<file path="src/logic/uart_pkg.sv">
/*
 * UART echo bridge shared types
 * FSM state encodings, the valid/data beat, the status word and the baud helper
 */
package uart_pkg;

    localparam int UART_MAX_WIDTH = 8;  // Widest character the beat can carry

    typedef enum logic [2:0] {
        RX_IDLE  = 3'b000,
        RX_START = 3'b001,
        RX_DATA  = 3'b010,
        RX_STOP  = 3'b011
    } uart_rx_state_e;

    typedef enum logic [2:0] {
        TX_IDLE  = 3'b000,
        TX_START = 3'b001,
        TX_DATA  = 3'b010,
        TX_STOP  = 3'b011,
        TX_WAIT  = 3'b100
    } uart_tx_state_e;

    // Character sits in the low DATA_WIDTH bits of data
    typedef struct packed {
        logic                      valid;
        logic [UART_MAX_WIDTH-1:0] data;
    } uart_beat_t;

    typedef struct packed {
        logic       frame_err;  // One-cycle pulse, bad stop bit
        logic       overflow;   // One-cycle pulse, byte lost to a full FIFO
        logic [7:0] level;      // FIFO fill count
    } uart_status_t;

    // Clock cycles per serial bit
    function automatic int baud_ratio(input int clk_freq, input int baud_rate);
        return clk_freq / baud_rate;
    endfunction

endpackage
</file>
<file path="src/logic/uart_echo_top.sv">
/*
 * UART echo bridge
 * Receiver into a FWFT FIFO into a flow-controlled transmitter
 */
`timescale 1ns/100ps

module uart_echo_top #(
    parameter int CLK_FREQ   = 125_000_000,
    parameter int BAUD_RATE  = 115_200,
    parameter int DATA_WIDTH = 8,
    parameter int FIFO_DEPTH = 4
) (
    input  logic                   clk_i,
    input  logic                   arstn_i,
    input  logic                   uart_rx_i,
    input  logic                   uart_cts_n_i,
    output logic                   uart_tx_o,
    output uart_pkg::uart_status_t status_o
);

    import uart_pkg::*;

    uart_beat_t rx_beat;
    uart_beat_t tx_beat;
    logic       rx_ready;
    logic       tx_ready;
    logic       frame_err;
    logic       overflow;
    logic [7:0] level;

    uart_rx #(
        .CLK_FREQ   (CLK_FREQ),
        .BAUD_RATE  (BAUD_RATE),
        .DATA_WIDTH (DATA_WIDTH)
    ) u_rx (
        .clk_i       (clk_i),
        .arstn_i     (arstn_i),
        .uart_rx_i   (uart_rx_i),
        .beat_o      (rx_beat),
        .ready_i     (rx_ready),
        .frame_err_o (frame_err),
        .overflow_o  (overflow)
    );

    uart_fifo #(
        .DATA_WIDTH (DATA_WIDTH),
        .FIFO_DEPTH (FIFO_DEPTH)
    ) u_fifo (
        .clk_i      (clk_i),
        .arstn_i    (arstn_i),
        .wr_beat_i  (rx_beat),
        .wr_ready_o (rx_ready),
        .rd_beat_o  (tx_beat),
        .rd_ready_i (tx_ready),
        .level_o    (level)
    );

    uart_tx #(
        .CLK_FREQ   (CLK_FREQ),
        .BAUD_RATE  (BAUD_RATE),
        .DATA_WIDTH (DATA_WIDTH)
    ) u_tx (
        .clk_i     (clk_i),
        .arstn_i   (arstn_i),
        .beat_i    (tx_beat),
        .ready_o   (tx_ready),
        .cts_n_i   (uart_cts_n_i),
        .uart_tx_o (uart_tx_o)
    );

    // Status word
    assign status_o.frame_err = frame_err;
    assign status_o.overflow  = overflow;
    assign status_o.level     = level;

endmodule

</file>
<file path="src/logic/uart_tx.sv">
/*
 * UART transmitter
 * Sends start, data LSB first and stop, then one wait cycle before the next beat
 */
`timescale 1ns/100ps

module uart_tx #(
    parameter int CLK_FREQ   = 125_000_000,
    parameter int BAUD_RATE  = 115_200,
    parameter int DATA_WIDTH = 8
) (
    input  logic                 clk_i,
    input  logic                 arstn_i,
    input  uart_pkg::uart_beat_t beat_i,
    output logic                 ready_o,
    input  logic                 cts_n_i,
    output logic                 uart_tx_o
);

    import uart_pkg::*;

    localparam int RATIO = baud_ratio(CLK_FREQ, BAUD_RATE);
    localparam int CNT_W = (RATIO > 1) ? $clog2(RATIO) : 1;
    localparam int BIT_W = (DATA_WIDTH > 1) ? $clog2(DATA_WIDTH) : 1;

    localparam logic [CNT_W-1:0] BAUD_LAST = CNT_W'(RATIO - 1);
    localparam logic [BIT_W-1:0] BIT_LAST  = BIT_W'(DATA_WIDTH - 1);

    uart_tx_state_e        state;
    logic [CNT_W-1:0]      baud_cnt;
    logic [BIT_W-1:0]      bit_cnt;
    logic [DATA_WIDTH-1:0] tx_data;
    logic                  baud_done;
    logic                  bit_done;
    logic                  xfer;

    assign ready_o   = (state == TX_IDLE) && !cts_n_i;   // Clear-to-send gates new frames only
    assign xfer      = beat_i.valid & ready_o;
    assign baud_done = (baud_cnt == BAUD_LAST);
    assign bit_done  = (bit_cnt == BIT_LAST);

    // #########################################################################
    // Frame FSM, line is registered one state ahead

    always_ff @(posedge clk_i or negedge arstn_i) begin
        if (!arstn_i) begin
            state     <= TX_IDLE;
            uart_tx_o <= 1'b1;
        end else begin
            case (state)
                TX_IDLE: begin
                    if (xfer) begin
                        state     <= TX_START;
                        uart_tx_o <= 1'b0;  // Start bit
                    end
                end
                TX_START: begin
                    if (baud_done) begin
                        state     <= TX_DATA;
                        uart_tx_o <= tx_data[0];
                    end
                end
                TX_DATA: begin
                    if (baud_done) begin
                        if (bit_done) begin
                            state     <= TX_STOP;
                            uart_tx_o <= 1'b1;
                        end else begin
                            uart_tx_o <= tx_data[bit_cnt + 1'b1];
                        end
                    end
                end
                TX_STOP: begin
                    if (baud_done) begin
                        state <= TX_WAIT;
                    end
                end
                TX_WAIT: begin
                    state <= TX_IDLE;
                end
                default: begin
                    state     <= TX_IDLE;
                    uart_tx_o <= 1'b1;
                end
            endcase
        end
    end

    // #########################################################################
    // Baud and bit counters

    always_ff @(posedge clk_i or negedge arstn_i) begin
        if (!arstn_i) begin
            baud_cnt <= '0;
        end else if (baud_done) begin
            baud_cnt <= '0;
        end else if ((state == TX_START) || (state == TX_DATA) || (state == TX_STOP)) begin
            baud_cnt <= baud_cnt + 1'b1;
        end
    end

    always_ff @(posedge clk_i or negedge arstn_i) begin
        if (!arstn_i) begin
            bit_cnt <= '0;
        end else if ((state == TX_DATA) && baud_done) begin
            bit_cnt <= bit_done ? '0 : bit_cnt + 1'b1;
        end
    end

    always_ff @(posedge clk_i) begin
        if (xfer) begin
            tx_data <= beat_i.data[DATA_WIDTH-1:0];
        end
    end

endmodule

</file>
<file path="src/logic/uart_fifo.sv">
/*
 * First-word-fall-through byte FIFO
 * Ring buffer with extended pointers, head entry always on the output
 */
`timescale 1ns/100ps

module uart_fifo #(
    parameter int DATA_WIDTH = 8,
    parameter int FIFO_DEPTH = 4
) (
    input  logic                 clk_i,
    input  logic                 arstn_i,
    input  uart_pkg::uart_beat_t wr_beat_i,
    output logic                 wr_ready_o,
    output uart_pkg::uart_beat_t rd_beat_o,
    input  logic                 rd_ready_i,
    output logic [7:0]           level_o
);

    localparam int AW = $clog2(FIFO_DEPTH);

    logic [DATA_WIDTH-1:0] mem [FIFO_DEPTH];
    logic [AW:0]           wr_ptr;
    logic [AW:0]           rd_ptr;
    logic [AW:0]           fill;
    logic                  full;
    logic                  empty;
    logic                  wr_en;
    logic                  rd_en;

    // Same address, wrap bits differ when full
    assign full  = (wr_ptr[AW] != rd_ptr[AW]) && (wr_ptr[AW-1:0] == rd_ptr[AW-1:0]);
    assign empty = (wr_ptr == rd_ptr);

    assign wr_ready_o = ~full;
    assign wr_en      = wr_beat_i.valid & ~full;
    assign rd_en      = rd_beat_o.valid & rd_ready_i;

    always_ff @(posedge clk_i or negedge arstn_i) begin
        if (!arstn_i) begin
            wr_ptr <= '0;
        end else if (wr_en) begin
            wr_ptr <= wr_ptr + 1'b1;
        end
    end

    always_ff @(posedge clk_i or negedge arstn_i) begin
        if (!arstn_i) begin
            rd_ptr <= '0;
        end else if (rd_en) begin
            rd_ptr <= rd_ptr + 1'b1;
        end
    end

    always_ff @(posedge clk_i) begin
        if (wr_en) begin
            mem[wr_ptr[AW-1:0]] <= wr_beat_i.data[DATA_WIDTH-1:0];
        end
    end

    // Head of queue falls through
    always_comb begin
        rd_beat_o                      = '0;
        rd_beat_o.valid                = ~empty;
        rd_beat_o.data[DATA_WIDTH-1:0] = mem[rd_ptr[AW-1:0]];
    end

    assign fill    = wr_ptr - rd_ptr;   // Wraps with the pointers
    assign level_o = 8'(fill);

endmodule

</file>
<file path="src/logic/uart_rx.sv">
/*
 * UART receiver
 * Synchronizes the serial line, validates the start bit at its middle,
 * samples data LSB first and checks the stop bit
 */
`timescale 1ns/100ps

module uart_rx #(
    parameter int CLK_FREQ   = 125_000_000,
    parameter int BAUD_RATE  = 115_200,
    parameter int DATA_WIDTH = 8
) (
    input  logic                clk_i,
    input  logic                arstn_i,
    input  logic                uart_rx_i,
    output uart_pkg::uart_beat_t beat_o,
    input  logic                ready_i,
    output logic                frame_err_o,
    output logic                overflow_o
);

    import uart_pkg::*;

    localparam int RATIO = baud_ratio(CLK_FREQ, BAUD_RATE);
    localparam int CNT_W = (RATIO > 1) ? $clog2(RATIO) : 1;
    localparam int BIT_W = (DATA_WIDTH > 1) ? $clog2(DATA_WIDTH) : 1;

    localparam logic [CNT_W-1:0] BAUD_LAST = CNT_W'(RATIO - 1);
    localparam logic [CNT_W-1:0] HALF_LAST = CNT_W'(RATIO / 2 - 1);
    localparam logic [BIT_W-1:0] BIT_LAST  = BIT_W'(DATA_WIDTH - 1);

    uart_rx_state_e        state;
    logic [1:0]            rx_sync;
    logic                  rx_line;
    logic                  rx_prev;
    logic                  start_edge;
    logic [CNT_W-1:0]      baud_cnt;
    logic [BIT_W-1:0]      bit_cnt;
    logic                  sample_tick;
    logic                  bit_done;
    logic [DATA_WIDTH-1:0] shreg;
    logic                  valid_q;
    logic                  frame_err_q;

    // #########################################################################
    // Input synchronizer and start edge

    always_ff @(posedge clk_i or negedge arstn_i) begin
        if (!arstn_i) begin
            rx_sync <= 2'b11;   // Line idles high
            rx_prev <= 1'b1;
        end else begin
            rx_sync <= {rx_sync[0], uart_rx_i};
            rx_prev <= rx_line;
        end
    end

    assign rx_line    = rx_sync[1];
    assign start_edge = rx_prev & ~rx_line;

    // #########################################################################
    // Bit timing

    // Half a bit to the start bit middle, full bits after that
    assign sample_tick = (state == RX_START) ? (baud_cnt == HALF_LAST)
                                             : (baud_cnt == BAUD_LAST);
    assign bit_done    = (bit_cnt == BIT_LAST);

    always_ff @(posedge clk_i or negedge arstn_i) begin
        if (!arstn_i) begin
            baud_cnt <= '0;
        end else if ((state == RX_IDLE) || sample_tick) begin
            baud_cnt <= '0;
        end else begin
            baud_cnt <= baud_cnt + 1'b1;
        end
    end

    always_ff @(posedge clk_i or negedge arstn_i) begin
        if (!arstn_i) begin
            bit_cnt <= '0;
        end else if ((state == RX_DATA) && sample_tick) begin
            bit_cnt <= bit_done ? '0 : bit_cnt + 1'b1;
        end
    end

    // #########################################################################
    // Frame FSM

    always_ff @(posedge clk_i or negedge arstn_i) begin
        if (!arstn_i) begin
            state       <= RX_IDLE;
            valid_q     <= 1'b0;
            frame_err_q <= 1'b0;
        end else begin
            valid_q     <= 1'b0;
            frame_err_q <= 1'b0;
            case (state)
                RX_IDLE: begin
                    if (start_edge) begin
                        state <= RX_START;
                    end
                end
                RX_START: begin
                    if (sample_tick) begin
                        state <= rx_line ? RX_IDLE : RX_DATA;   // Glitch if high again
                    end
                end
                RX_DATA: begin
                    if (sample_tick && bit_done) begin
                        state <= RX_STOP;
                    end
                end
                RX_STOP: begin
                    if (sample_tick) begin
                        state       <= RX_IDLE;
                        valid_q     <= rx_line;
                        frame_err_q <= ~rx_line;
                    end
                end
                default: state <= RX_IDLE;
            endcase
        end
    end

    // LSB arrives first
    always_ff @(posedge clk_i) begin
        if ((state == RX_DATA) && sample_tick) begin
            shreg <= {rx_line, shreg[DATA_WIDTH-1:1]};
        end
    end

    always_comb begin
        beat_o                      = '0;
        beat_o.valid                = valid_q;
        beat_o.data[DATA_WIDTH-1:0] = shreg;
    end

    assign frame_err_o = frame_err_q;
    assign overflow_o  = valid_q & ~ready_i;    // Serial line cannot stall

endmodule

</file>
<file path="config.mk">
export PLATFORM = sky130hd
export DESIGN_NAME = uart_echo_top
export DESIGN_NICKNAME = d
export VERILOG_FILES = /design/src/logic/uart_pkg.sv /design/src/logic/uart_echo_top.sv /design/src/logic/uart_tx.sv /design/src/logic/uart_fifo.sv /design/src/logic/uart_rx.sv
export SDC_FILE = /design/constraint.sdc
export NUM_CORES = 1
export LEC_CHECK = 0
export ABC_AREA = 1
export BUFFER_PORTS_ARGS = -buffer_cell sky130_fd_sc_hd__buf_4
export CAP_MARGIN = 20
export CORE_MARGIN = 2
export CORE_UTILIZATION = 50
export DETAILED_ROUTE_END_ITERATION = 16
export GPL_ROUTABILITY_DRIVEN = 1
export PLACE_DENSITY = 0.66
export SLEW_MARGIN = 20
export SYNTH_ARGS = -nofsm -noshare
export SYNTH_HDL_FRONTEND = slang
export SYNTH_SLANG_ARGS = --single-unit
</file>
<file path="constraint.sdc">
create_clock -name clk_i -period 2.7 [get_ports clk_i]
set_clock_uncertainty 0.15 [all_clocks]
set_input_delay 0.135 -clock clk_i [delete_from_list [all_inputs] [get_ports clk_i]]
set_output_delay 0.135 -clock clk_i [all_outputs]
set_load 0.03 [all_outputs]
</file>
Word-level counts from Yosys, hierarchy flattened. Memories as Yosys holds them, arrays and structs flattened. A register that Yosys moved wholly into a read port is not among the register bits. Index checks and enable logic that the tools add are counted.

Bits in registers: 54. RAM bits: 32. Input bits: 4. Word-level logic and storage cells: 102. Memories kept: 1.

Memories: u_fifo.mem (depth 4, width 8, read ports 1, clocked after memory_dff 1, write ports 1, RTL line uart_fifo.sv:22) `logic [DATA_WIDTH-1:0] mem [FIFO_DEPTH];`.

Add/sub/neg operators: 7. Order comparisons: 1. Equality and inequality tests: 24. Muxes and demuxes: 31. Bitwise operators: 8. Reductions and logical operators: 16.

Operators with widths (count): 11-bit two-way mux (3); 3-bit two-way mux (11); 3-bit one-hot mux with 4 select lines (2); 11-bit by 1-bit adder with 11-bit output, second input constant (2); 11-bit == test, second input constant (2); 2-bit by 1-bit != test with 1-bit output, second input constant (7); 3-bit by 1-bit adder with 3-bit output, second input constant (4); 3-bit by 2-bit == test with 1-bit output, second input constant (4); 1-bit two-way mux (12); 11-bit by 10-bit == test with 1-bit output, second input constant (1); 3-bit == test, second input constant (3); 4-bit AND reduction (2); 3-bit by 1-bit == test with 1-bit output, second input constant (2); 3-bit zero test (2); 1-bit logical AND (5); 5-bit AND reduction (1); 1-bit bitwise AND (4); 3-bit by 4-bit less-than comparator with 1-bit output, second input constant (1); 2-bit != test, second input constant (2); 1-bit inverter (4); 1-bit one-hot mux with 4 select lines (1); 1-bit binary-select mux with 3-bit select (1); 3-bit == test (1); 1-bit logical OR (3); other kinds (7) (7).

Logic depth before layout (Yosys ltp). Gate-level depths: netlist of run 1.

Word-level depth: 6. Depth in mapped cells: 10. Gate-level depth less buffers: 10.

Hierarchy. A second synthesis of run 1 with hierarchy kept.

Cell total of the unflattened synthesis: 461. Area total of the unflattened synthesis: 4560.6 µm².

By module, submodules not included: uart_fifo (times used 1, cells an instance 145, area each 1726.7 µm²); uart_rx (times used 1, cells an instance 154, area each 1420.1 µm²); uart_tx (times used 1, cells an instance 160, area each 1398.8 µm²); uart_echo_top (times used 1, cells an instance 2, area each 15.0 µm²).

Worst setup path after synthesis of run 1. Ideal clock, no wire load.

Path kind: flip-flop to flip-flop. Start: register u_fifo.rd_ptr[1]. End: memory u_fifo.mem[3][0], enable pin. Setup time: 0.375 ns. Data arrival time: 1.739 ns. Required time: 2.175 ns. Path slack: 0.436 ns. Stages on the path, launching flop included: 8. Path buffers: 0. Clock period less this slack: 2.264 ns. Cell sequence: dfrtp_1 > clkinv_1 > ha_1 > nand2_1 > inv_1 > nand2_1 > nand2_1 > nor2_1.

Word-level cells in the longest chain between the ends: 6.

RTL lines: start, declared (RTL line uart_fifo.sv:24) `logic [AW:0] rd_ptr;`; start signal, assigned (RTL line uart_fifo.sv:51) `rd_ptr <= rd_ptr + 1'b1;`; 2-bit == test (RTL line uart_fifo.sv:32) `assign full = (wr_ptr[AW] != rd_ptr[AW]) && (wr_ptr[AW-1:0] == rd_ptr[AW-1:0]);`; 1-bit logical AND (RTL line uart_fifo.sv:32); 1-bit inverter; 1-bit bitwise AND (RTL line uart_fifo.sv:36) `assign wr_en = wr_beat_i.valid & ~full;`; 1-bit two-way mux (RTL line uart_fifo.sv:56) `if (wr_en) begin`; 1-bit two-way mux (implied by the code) (RTL line uart_fifo.sv:57) `mem[wr_ptr[AW-1:0]] <= wr_beat_i.data[DATA_WIDTH-1:0];`; end, declared (RTL line uart_fifo.sv:22).

Every way passes these cells.

Worst setup path in the final report of run 1.
Start: register u_fifo.rd_ptr[1]. End: register u_fifo.rd_ptr[2].

Word-level cells in the longest chain between the ends: 3.

RTL lines: 3-bit == test (RTL line uart_fifo.sv:33) `assign empty = (wr_ptr == rd_ptr);`; 1-bit inverter (RTL line uart_fifo.sv:64) `rd_beat_o.valid = ~empty;`; 1-bit bitwise AND (RTL line uart_fifo.sv:37) `assign rd_en = rd_beat_o.valid & rd_ready_i;`; named net u_fifo.rd_en (RTL line uart_fifo.sv:29) `logic rd_en;`.

The timed path passes the listed nets, and every way through them passes these cells. A chain may end at the register's enable or synchronous reset.

==> impl_metrics.yaml, run 1 <==
yosys:
  syn_area_sq_mm: 0.00423
  yosysTopAreaCell: "edfxtp_1"
  synth_top_area_share: 0.341
  async_reset_ff_frac: 0.484
  synth_edf_count: 48
  synth.area.top_cells: "edfxtp_1 (34%), dfrtp_1 (24%), nand2_1 (5.3%), nor2_1 (4.7%), inv_1 (4.4%)"
  yosys-top-cells-count: "nand2_1 (60), nor2_1 (53), inv_1 (49)"
  syn_area_per_cell_sq_um: 10.3
  synth_top_family_by_area: "simple AND/OR/NAND/NOR gates"
  syn_inst: 410
  yosysWarningCount: 0
  synth_ff_type: "edfxtp_1"
  synth_fa_ha_area_frac: 0.0462
  synth_compound_area_frac: 0.0702
  seq_area_frac_synth: 0.609
  synth_cell_type_count: 35
  synthMuxAreaShare: 0
  synth-xor-area-share: 0.0187
  yosysMostFrequentCell: "nand2_1"
  synth-simple-area-share: 0.187
  ys_seq_elements: 93
cells_and_area:
  n_fill_cell: 704
  antenna_cells: 0
  areaGrowthSynthToFinish_pct: 8.97
  design_area_sq_mm: 0.00460
  finalNonFillerCells: 539
  nNetsFinal: 448
  drive_gt1_frac: 0.104
power_and_ir_drop:
  p_leak_nw: 1.96
  powerDensity_mw_per_mm2: 589
  ir_worst_vdd_v: 0.000410
timing:
  hold_slack_ps: 78.7
  rsz0062_at_grt: "false"
  fin_crit_ps: 2280
  hold_viol: 0
  finalCritPeriodShare: 0.845
  slew_headroom: 0.610
  worstMarginPinSlew_ps: 585
  setup_tns_ps: 0
  final-max-slew-violation-count: 0
  setup_viol: 0
  fmax_ghz: 0.438
critical_path:
  worstPathArrival_ps: 2380
  crit_path_end_kind: "register"
  startpoint_type: "register"
  cp.required_ps: 2800
  slowest_stage: "dfrtp_1"
  path_common_cell: "nand2_1"
  slowest_delay_ps: 550
  reg2reg_to: "u_fifo.rd_ptr[2]"
  rr_worst_depth: 9
  critPathBufInv: 2
  worst-setup-path-type: "register to register"
  crit_start: "u_fifo.rd_ptr[1]"
  path_cells: "clkinv_1 > ha_1 > nand2_1 > inv_1 > nand3_1 > nand2_1 > nor3_4 > nand2_1 > xor2_1"
  cp_max_fo: 12
  path_delay_family: "simple AND/OR/NAND/NOR gates"
  r2r-start: "u_fifo.rd_ptr[1]"
  ff2ff_setup_slack_ps: 420
floorplanning:
  die_h_microns: 95.9
  die_w_microns: 95.9
  core_sq_mm: 0.00822
  row_count: 33
  die_area_sq_mm: 0.00920
  pin_count: 15
  initial_utilization: 0.514
min_path:
  min_path_type: "input port to register"
  whs_path_depth: 6
  hold_end: "u_tx.uart_tx_o"
  hold_start: "uart_cts_n_i"
clock_network:
  post_cts_buffers: 0
  cts-root-buf: "clkbuf_8"
  clk_pin_slew_ps: 100
  worstSkewPairLatency_ps: 370
  cts_buffer_depth: 2
  cts_num_sinks: 93
  numCtsBuffers: 9
  cts_tree: "built"
  h-tree-depth: 3
placed_design:
  gp_congestion: 0.850
  place_area_sq_mm: 0.00439
  post-dp-hpwl_microns: 5510
  io_buffers: 9
  dp_cells: 521
detailed_routing:
  vias: 2761
  ant_nets: 0
  drt_iter0_drc: 120
  drtPass1Iterations: 4
  routed_via_density: 5.12
  wl_microns: 7620
  wl_per_cell_microns: 14.1
  drc_errors: 0
flow_run:
  drv_cap: 0
global_route:
  first_global_vias: 2636
  grt-ovfl-total: 0
  grt_max_degree: 46
  grt_usage: 0.185
  grt_pass1_wl_microns: 12800
  antenna_found_initial: 0
status:
  status: "completed"
repair_timing:
| item | 4_1_cts | 5_1_grt |
|---|---|---|
| hold buffers | 2 | 0 |
| resized for setup | 0 | 0 |
| hold endpoints to repair | 45 | 0 |
worst register-to-register path, stage by stage, from the launching register on:
cell and delay (ps):
dfrtp_1 550, clkinv_1 150, ha_1 300, nand2_1 60
inv_1 50, nand3_1 80, nand2_1 110, nor3_4 420
nand2_1 140, xor2_1 170
metal layers:
layer,share of wire,routed length (microns),up-vias,GRT usage
met5,0,0,-,0
met4,0.0038,29,0,0.0536
met3,0.044,332,2,0.0415
met2,0.47,3610,45,0.286
met1,0.48,3650,1310,0.264
li1,-,-,1404,-
through the flow:
stage	setup WS [ps]	power, W	util
2_1_floorplan	436	0.00181	-
3_3_place_gp	518	0.00182	0.534
3_5_place_dp	444	0.00183	0.534
4_1_cts	437	0.00275	0.560
5_1_grt	225	0.00285	0.560
6_report	419	0.00271	0.560
sequential cells by signal, summed over array words and instances, names as in the netlist:
| name | cells |
|---|---|
| u_fifo.mem | 32 |
| u_fifo.rd_ptr | 3 |
| u_fifo.wr_ptr | 3 |
| u_rx.baud_cnt | 11 |
| u_rx.bit_cnt | 3 |
| u_rx.frame_err_o | 1 |
| u_rx.rx_prev | 1 |
| u_rx.rx_sync | 2 |
| u_rx.shreg | 8 |
| u_rx.state | 2 |
| u_rx.valid_q | 1 |
| u_tx.baud_cnt | 11 |
| u_tx.bit_cnt | 3 |
| u_tx.state | 3 |
| u_tx.tx_data | 8 |
| u_tx.uart_tx_o | 1 |
cell type report:
| type | count | area [sq um] | share of cell area |
|---|---|---|---|
| clock buffers | 9 | 124 | 0.0269 |
| well taps | 105 | 131 | 0.0285 |
| flip-flops and latches | 93 | 2570 | 0.559 |
| clock inverters | 7 | 73.8 | 0.0160 |
| repair buffers | 17 | 133 | 0.0288 |
| inverters | 51 | 191 | 0.0416 |
| multi-input cells | 257 | 1380 | 0.299 |
placed cells by master, fill, tap and decap left out, drive strengths merged, types with 4 or more instances in the layout:
cell    count
nand3      28
inv        54
conb        5
buf        15
o21ai      31
xor2        9
dfstp       4
clkbuf      9
nor2       56
o22ai       8
ha         14
edfxtp     48
a21oi      12
nor3       12
dfrtp      41
nand2      63
nand4       7
cell families after synthesis:
| logic type | count (synthesis) |
|---|---|
| XOR/XNOR | 9 |
| flip-flops | 93 |
| other | 1 |
| AO/OA/AOI/OAI | 55 |
| AND/OR/NAND/NOR | 173 |
| buffers and inverters | 64 |
| adder cells (fa/ha/maj) | 15 |
worst max path at each step:
stage	endpoint	cells after the start
CTS	u_fifo.rd_ptr[2]	9
detailed placement	u_fifo.rd_ptr[2]	9
floorplan	u_fifo.mem[3][0]	7
global placement	u_fifo.rd_ptr[2]	9
global route	u_fifo.rd_ptr[2]	9
finish	u_fifo.rd_ptr[2]	9
report_power, final:
group	switching [W]	internal, W
registers	0.0000451	0.00152
logic	0.000155	0.0000721
clock network	0.000550	0.000365
total	0.000751	0.00196
Power figures use the tool's default switching activity.
==> run 2, diff against run 1 <==
ABC_AREA = 0   (was 1)
PLACE_DENSITY = 0.68   (was 0.66)
clock period = 1.9 ns   (was 2.7 ns; I/O delays follow)
==> run 2 against run 1 <==
- the run now ends with negative setup slack left
- via count down 14%
- sequential power rose by 54%
- design area grew 6.0%
- die area is 2.1% lower
- clock power rose by 48%
- utilization grew 4.0 points
- worst hold slack lost 30 ps
- routed wire length decreased by 6.5%
==> impl_metrics.yaml, run 2 <==
status:
  violations: "negative setup slack"
  status: "finished with violations"
cells_and_area:
  seq_area_sq_mm: 0.00257
  areaGrowthSynthToFinish_pct: 18.1
  antenna_cells: 0
  nNetsFinal: 357
  final_cell_mix: "edfxtp_1 (48), dfrtp_1 (41), buf_4 (36)"
  multi_input_area_sq_mm: 0.00153
  n_fill_cell: 609
  drive_gt1_frac: 0.318
  final_common_cell: "edfxtp_1"
  largest_reg_flops: 32
  finalNonFillerCells: 448
global_route:
  grt_pass1_wl_microns: 11800
  grt_max_degree: 46
  antenna_found_initial: 0
  grt_usage: 0.174
  first_global_vias: 2389
  grt-ovfl-total: 0
clock_network:
  worstSkewPairLatency_ps: 360
  clk_pin_slew_ps: 100
  h-tree-depth: 3
  cts-root-buf: "clkbuf_8"
  cts_tree: "built"
  numCtsBuffers: 9
  cts_buffer_depth: 2
  cts_num_sinks: 93
yosys:
  yosysWarningCount: 0
  yosys-top-cells-count: "edfxtp_1 (48), dfrtp_1 (41), nor2_1 (31)"
  synth_ff_type: "edfxtp_1"
  syn_area_per_cell_sq_um: 14.1
  ys_seq_elements: 93
  synth_top_area_share: 0.349
  synth.area.top_cells: "edfxtp_1 (35%), dfrtp_1 (25%), mux4_2 (4.9%), ha_1 (4.2%), xor2_1 (3.6%)"
  yosysTopAreaCell: "edfxtp_1"
  synth_cell_type_count: 55
  seq_area_frac_synth: 0.622
  syn_area_sq_mm: 0.00413
  synth_edf_count: 48
  yosysMostFrequentCell: "edfxtp_1"
  syn_inst: 294
  async_reset_ff_frac: 0.484
critical_path:
  slowest_stage: "dfrtp_1"
  crit_path_end_kind: "register"
  worstPathArrival_ps: 1850
  cp.required_ps: 1820
  startpoint_type: "register"
  worst-setup-path-type: "register to register"
  slowest_delay_ps: 420
  cp_max_fo: 6
  path_cells: "buf_6 > inv_4 > ha_4 > and2_4 > a2111oi_4 > buf_4"
detailed_routing:
  wl_microns: 7120
  wl_per_cell_microns: 15.9
  routed_via_density: 5.29
  drt_iter0_drc: 141
  drc_errors: 0
  ant_nets: 0
  drtPass1Iterations: 5
  vias: 2372
timing:
  worstMarginPinSlew_ps: 588
  finalCritPeriodShare: 1.02
  rsz0062_at_grt: "true"
  hold_viol: 0
  slew_headroom: 0.608
  final-max-slew-violation-count: 0
  fin_ws_ps: -31.2
  setup_tns_ps: -64.7
  setup_viol: 3
  fmax_ghz: 0.518
  fin_crit_ps: 1930
floorplanning:
  die_area_sq_mm: 0.00901
  die_w_microns: 94.9
  core_sq_mm: 0.00813
  die_h_microns: 94.9
  row_count: 33
  initial_utilization: 0.508
  pin_count: 15
min_path:
  min_path_type: "input port to register"
power_and_ir_drop:
  p_leak_nw: 1.99
  ir_worst_vdd_v: 0.000757
  powerDensity_mw_per_mm2: 1030
flow_run:
  drv_cap: 0
placed_design:
  dp_cells: 424
  io_buffers: 9
  gp_congestion: 0.794
  post-dp-hpwl_microns: 4810
==> run 2: area by class of cell <==
cell class	instances	share of cell area
Clock buffer	9	0.0254
Multi-Input combinational cell	176	0.312
Tap cell	105	0.0269
Sequential cell	93	0.527
Inverter	12	0.0103
Timing Repair Buffer	46	0.0815
Clock inverter	7	0.0164
==> run 2: path summary, 6_finish.rpt <==
path / slack, ps / cells past startpoint / endpoint / start
hold reg to reg: 210 / 0 / u_rx.rx_sync[1] / u_rx.rx_sync[0]
max in group asynchronous: 1070 / 2 / u_rx.bit_cnt[0] / arstn_i
setup / recovery: -30 / 6 / u_tx.tx_data[0] / u_fifo.rd_ptr[1]
setup reg to reg: -30 / 6 / u_tx.tx_data[0] / u_fifo.rd_ptr[1]
min in group asynchronous: 120 / 2 / u_tx.bit_cnt[2] / arstn_i
hold / removal: 50 / 5 / u_fifo.rd_ptr[2] / uart_cts_n_i
==> run 2: power by group <==
group | internal [W] | total [W] | switching [W]
clock | 0.000625 | 0.00135 | 0.000723
combinational | 0.000603 | 0.00124 | 0.000640
sequential | 0.00228 | 0.00242 | 0.000139
==> run 2: per-layer routing <==
metal / vias to the layer above / part of all wire / track usage
li1: 1148 / - / -
met1: 1182 / 0.44 / 0.230
met2: 35 / 0.52 / 0.288
met3: 7 / 0.025 / 0.0287
met4: 0 / 0.010 / 0.0688
met5: - / 0 / 0
==> run 2: through the flow <==
stage	setup WS [ps]	utilization	power (W)	instance area, sq um	hold WS, ps
floorplan	-204	-	0.00322	4180	-351
global placement	27.5	0.556	0.00357	4520	-7.04
detailed placement	20.2	0.556	0.00360	4520	0.379
CTS	-9.07	0.589	0.00503	4790	39.2
global route	-75.3	0.600	0.00529	4880	48.2
finish	-31.2	0.600	0.00501	4880	48.9
==> run 2: kinds of logic (layout without fill, tap and decap cells) <==
| group | Yosys count | in the layout | synth area share |
|---|---|---|---|
| compound gates | 27 | 27 | 0.0505 |
| other cells | 1 | 5 | 0.000907 |
| simple gates | 89 | 89 | 0.117 |
| buf+inv | 29 | 74 | 0.0381 |
| mux | 16 | 16 | 0.0717 |
| fa+ha+maj | 15 | 15 | 0.0472 |
| xor+xnor | 24 | 24 | 0.0527 |
| flops | 93 | 93 | 0.622 |
==> run 2: worst max-delay path: cells and delay by family (launching register included) <==
kind,cells,cell delay (ps)
and+or+nand+nor,1,150
AOI/OAI and AO/OA,1,330
DFF,1,420
buffers and inverters,3,400
adders and majority gates,1,190
==> run 2: timing repair <==
item                                    CTS  global route
endpoints found under the hold margin    46             0
buffers inserted                          3             4
gates cloned                              0             1
pin swaps                                 4             3
resized for setup                        17            14
endpoints found under the setup margin   26            43
hold buffers                              2             0
==> run 3, diff against run 2 <==
SETUP_SLACK_MARGIN = 0.1   (was unset)
==> run 3 against run 2 <==
- the flow still finishes with violations (negative setup slack)
- power shrank 2.3%
- utilization grew 0.34 points
- register-to-register slack gained 20 ps
- worst hold slack gained 71 ps
- critical path type is now register to primary output
- critical path depth is the same
- count of clock-buffer cells in the layout is the same
- design area grew 0.56%
==> impl_metrics.yaml, run 3 (synthesized netlist as in run 2, its figures left out) <==
status:
  status: "finished with violations"
  violations: "negative setup slack"
critical_path:
  crit_start: "u_fifo.rd_ptr[1]"
  startpoint_type: "register"
  ff2ff_setup_slack_ps: -10
  reg2reg_to: "u_fifo.rd_ptr[0]"
  slowest_delay_ps: 390
  cp.required_ps: 1650
  worstPathArrival_ps: 1670
  r2r-start: "u_fifo.rd_ptr[1]"
  path_cells: "buf_6 > inv_4 > ha_4 > nand2_2 > nor3b_2 > buf_4"
  cp-endpoint: "status_o[8]"
  rr_worst_depth: 7
  cp_max_fo: 3
  slowest_stage: "dfrtp_1"
  worst-setup-path-type: "register to primary output"
  crit_path_end_kind: "primary output"
clock_network:
  worstSkewPairLatency_ps: 360
  numCtsBuffers: 9
  cts_buffer_depth: 2
  clk_pin_slew_ps: 100
  cts_num_sinks: 93
  cts_tree: "built"
  cts-root-buf: "clkbuf_8"
  h-tree-depth: 3
cells_and_area:
  nNetsFinal: 359
  drive_gt1_frac: 0.330
  finalNonFillerCells: 450
  design_area_sq_mm: 0.00491
  antenna_cells: 0
  n_fill_cell: 605
  final_common_cell: "edfxtp_1"
  final_cell_mix: "edfxtp_1 (48), dfrtp_1 (39), buf_4 (33)"
  areaGrowthSynthToFinish_pct: 18.7
  largest_reg_flops: 32
global_route:
  grt_max_degree: 46
  grt-ovfl-total: 0
  first_global_vias: 2381
  antenna_found_initial: 0
  grt_pass1_wl_microns: 11100
  grt_usage: 0.166
detailed_routing:
  routed_via_density: 5.23
  ant_nets: 0
  vias: 2354
  drt_iter0_drc: 53
  drtPass1Iterations: 4
  drc_errors: 0
  wl_per_cell_microns: 15.2
  wl_microns: 6830
timing:
  setup_viol: 10
  worstMarginPinSlew_ps: 568
  fin_ws_ps: -10.6
  slew_headroom: 0.621
  fin_crit_ps: 1910
  fmax_ghz: 0.523
  hold_viol: 0
  final-max-slew-violation-count: 0
  rsz0062_at_grt: "true"
  finalCritPeriodShare: 1.01
  hold_slack_ps: 120
power_and_ir_drop:
  clkPwrFrac: 0.243
  p_leak_nw: 2.01
  combPwrFrac: 0.265
  switching_share: 0.303
  p_total_w: 0.00489
  p_int_w: 0.00341
  p_sw_w: 0.00148
  seq_power_share: 0.492
  ir_worst_vdd_v: 0.000639
  powerDensity_mw_per_mm2: 996
floorplanning:
  pin_count: 15
  die_h_microns: 94.9
  die_area_sq_mm: 0.00901
  core_sq_mm: 0.00813
  row_count: 33
  initial_utilization: 0.508
  die_w_microns: 94.9
placed_design:
  gp_congestion: 0.769
  dp_cells: 420
  place_area_sq_mm: 0.00447
  io_buffers: 9
  post-dp-hpwl_microns: 4550
min_path:
  min_path_type: "input port to async pin"
flow_run:
  drv_cap: 0
==> run 3: cell types whose count changed in the layout (fill, tap and decap cells not counted), sizes merged <==
cell	change
and2	+1
inv	-1
bufinv	-1
clkinv	+3
dlygate4sd3	+1
clkinvlp	-1
==> run 3: timing repair <==
action | 4_1_cts | 5_1_grt
endpoints found under the hold margin | 47 | 0
buffers inserted | 7 | 3
resized for setup | 28 | 15
cloned | 0 | 1
setup endpoints to repair | 75 | 65
hold buffers | 3 | 0
pin swaps | 9 | 16
==> run 3: per-stage QoR <==
step	worst slack (ps)	util	setup TNS, ps
after detailed placement	-1.28	0.550	-1.28
after floorplan	-204	-	-1760
final	-10.6	0.603	-43.9
after global routing	-92.1	0.603	-807
after CTS	-0.397	0.593	-0.442
after global placement	31.3	0.550	0
==> run 3: layout make-up <==
cell class,instances,area [sq um],area share
Clock inverter,7,57.6,0.0117
Multi-Input combinational cell,177,1570,0.319
Tap cell,105,131,0.0268
Timing Repair Buffer,47,402,0.0818
Clock buffer,9,124,0.0252
Sequential cell,93,2570,0.525
Inverter,12,52.6,0.0107
==> run 3: layer usage <==
metal / GRT usage / share of wire / routed length [microns]
met3: 0.0351 / 0.029 / 201
met4: 0.0809 / 0.019 / 133
met2: 0.276 / 0.51 / 3460
met5: 0 / 0 / 0
met1: 0.205 / 0.44 / 3030
==> run 3: worst min-delay path by stage <==
stage | slack (ps) | end | startpoint | depth (start not counted)
5_1_grt | 180 | u_tx.baud_cnt[10] | arstn_i | 2
3_3_place_gp | -20 | u_tx.baud_cnt[0] | arstn_i | 1
4_1_cts | 130 | u_tx.baud_cnt[10] | arstn_i | 2
6_report | 120 | u_tx.baud_cnt[10] | arstn_i | 2
3_5_place_dp | -10 | u_tx.baud_cnt[10] | arstn_i | 1
2_1_floorplan | -350 | u_fifo.rd_ptr[0] | arstn_i | 0
==> run 3: critical path, delay by kind of cell (launching register included) <==
family / cells / cell delay, ps
buf+inv: 3 / 350
simple gates: 2 / 300
flops: 1 / 390
fa+ha+maj: 1 / 260
==> run 3: power groups by stage <==
| stage | sequential (W) | combinational, W | clock, W |
|---|---|---|---|
| 2_1_floorplan | 0.00246 | 0.000756 | 0 |
| 3_3_place_gp | 0.00244 | 0.00114 | 0 |
| 3_5_place_dp | 0.00245 | 0.00116 | 0 |
| 4_1_cts | 0.00240 | 0.00127 | 0.00123 |
| 5_1_grt | 0.00243 | 0.00144 | 0.00131 |
| 6_report | 0.00241 | 0.00130 | 0.00119 |
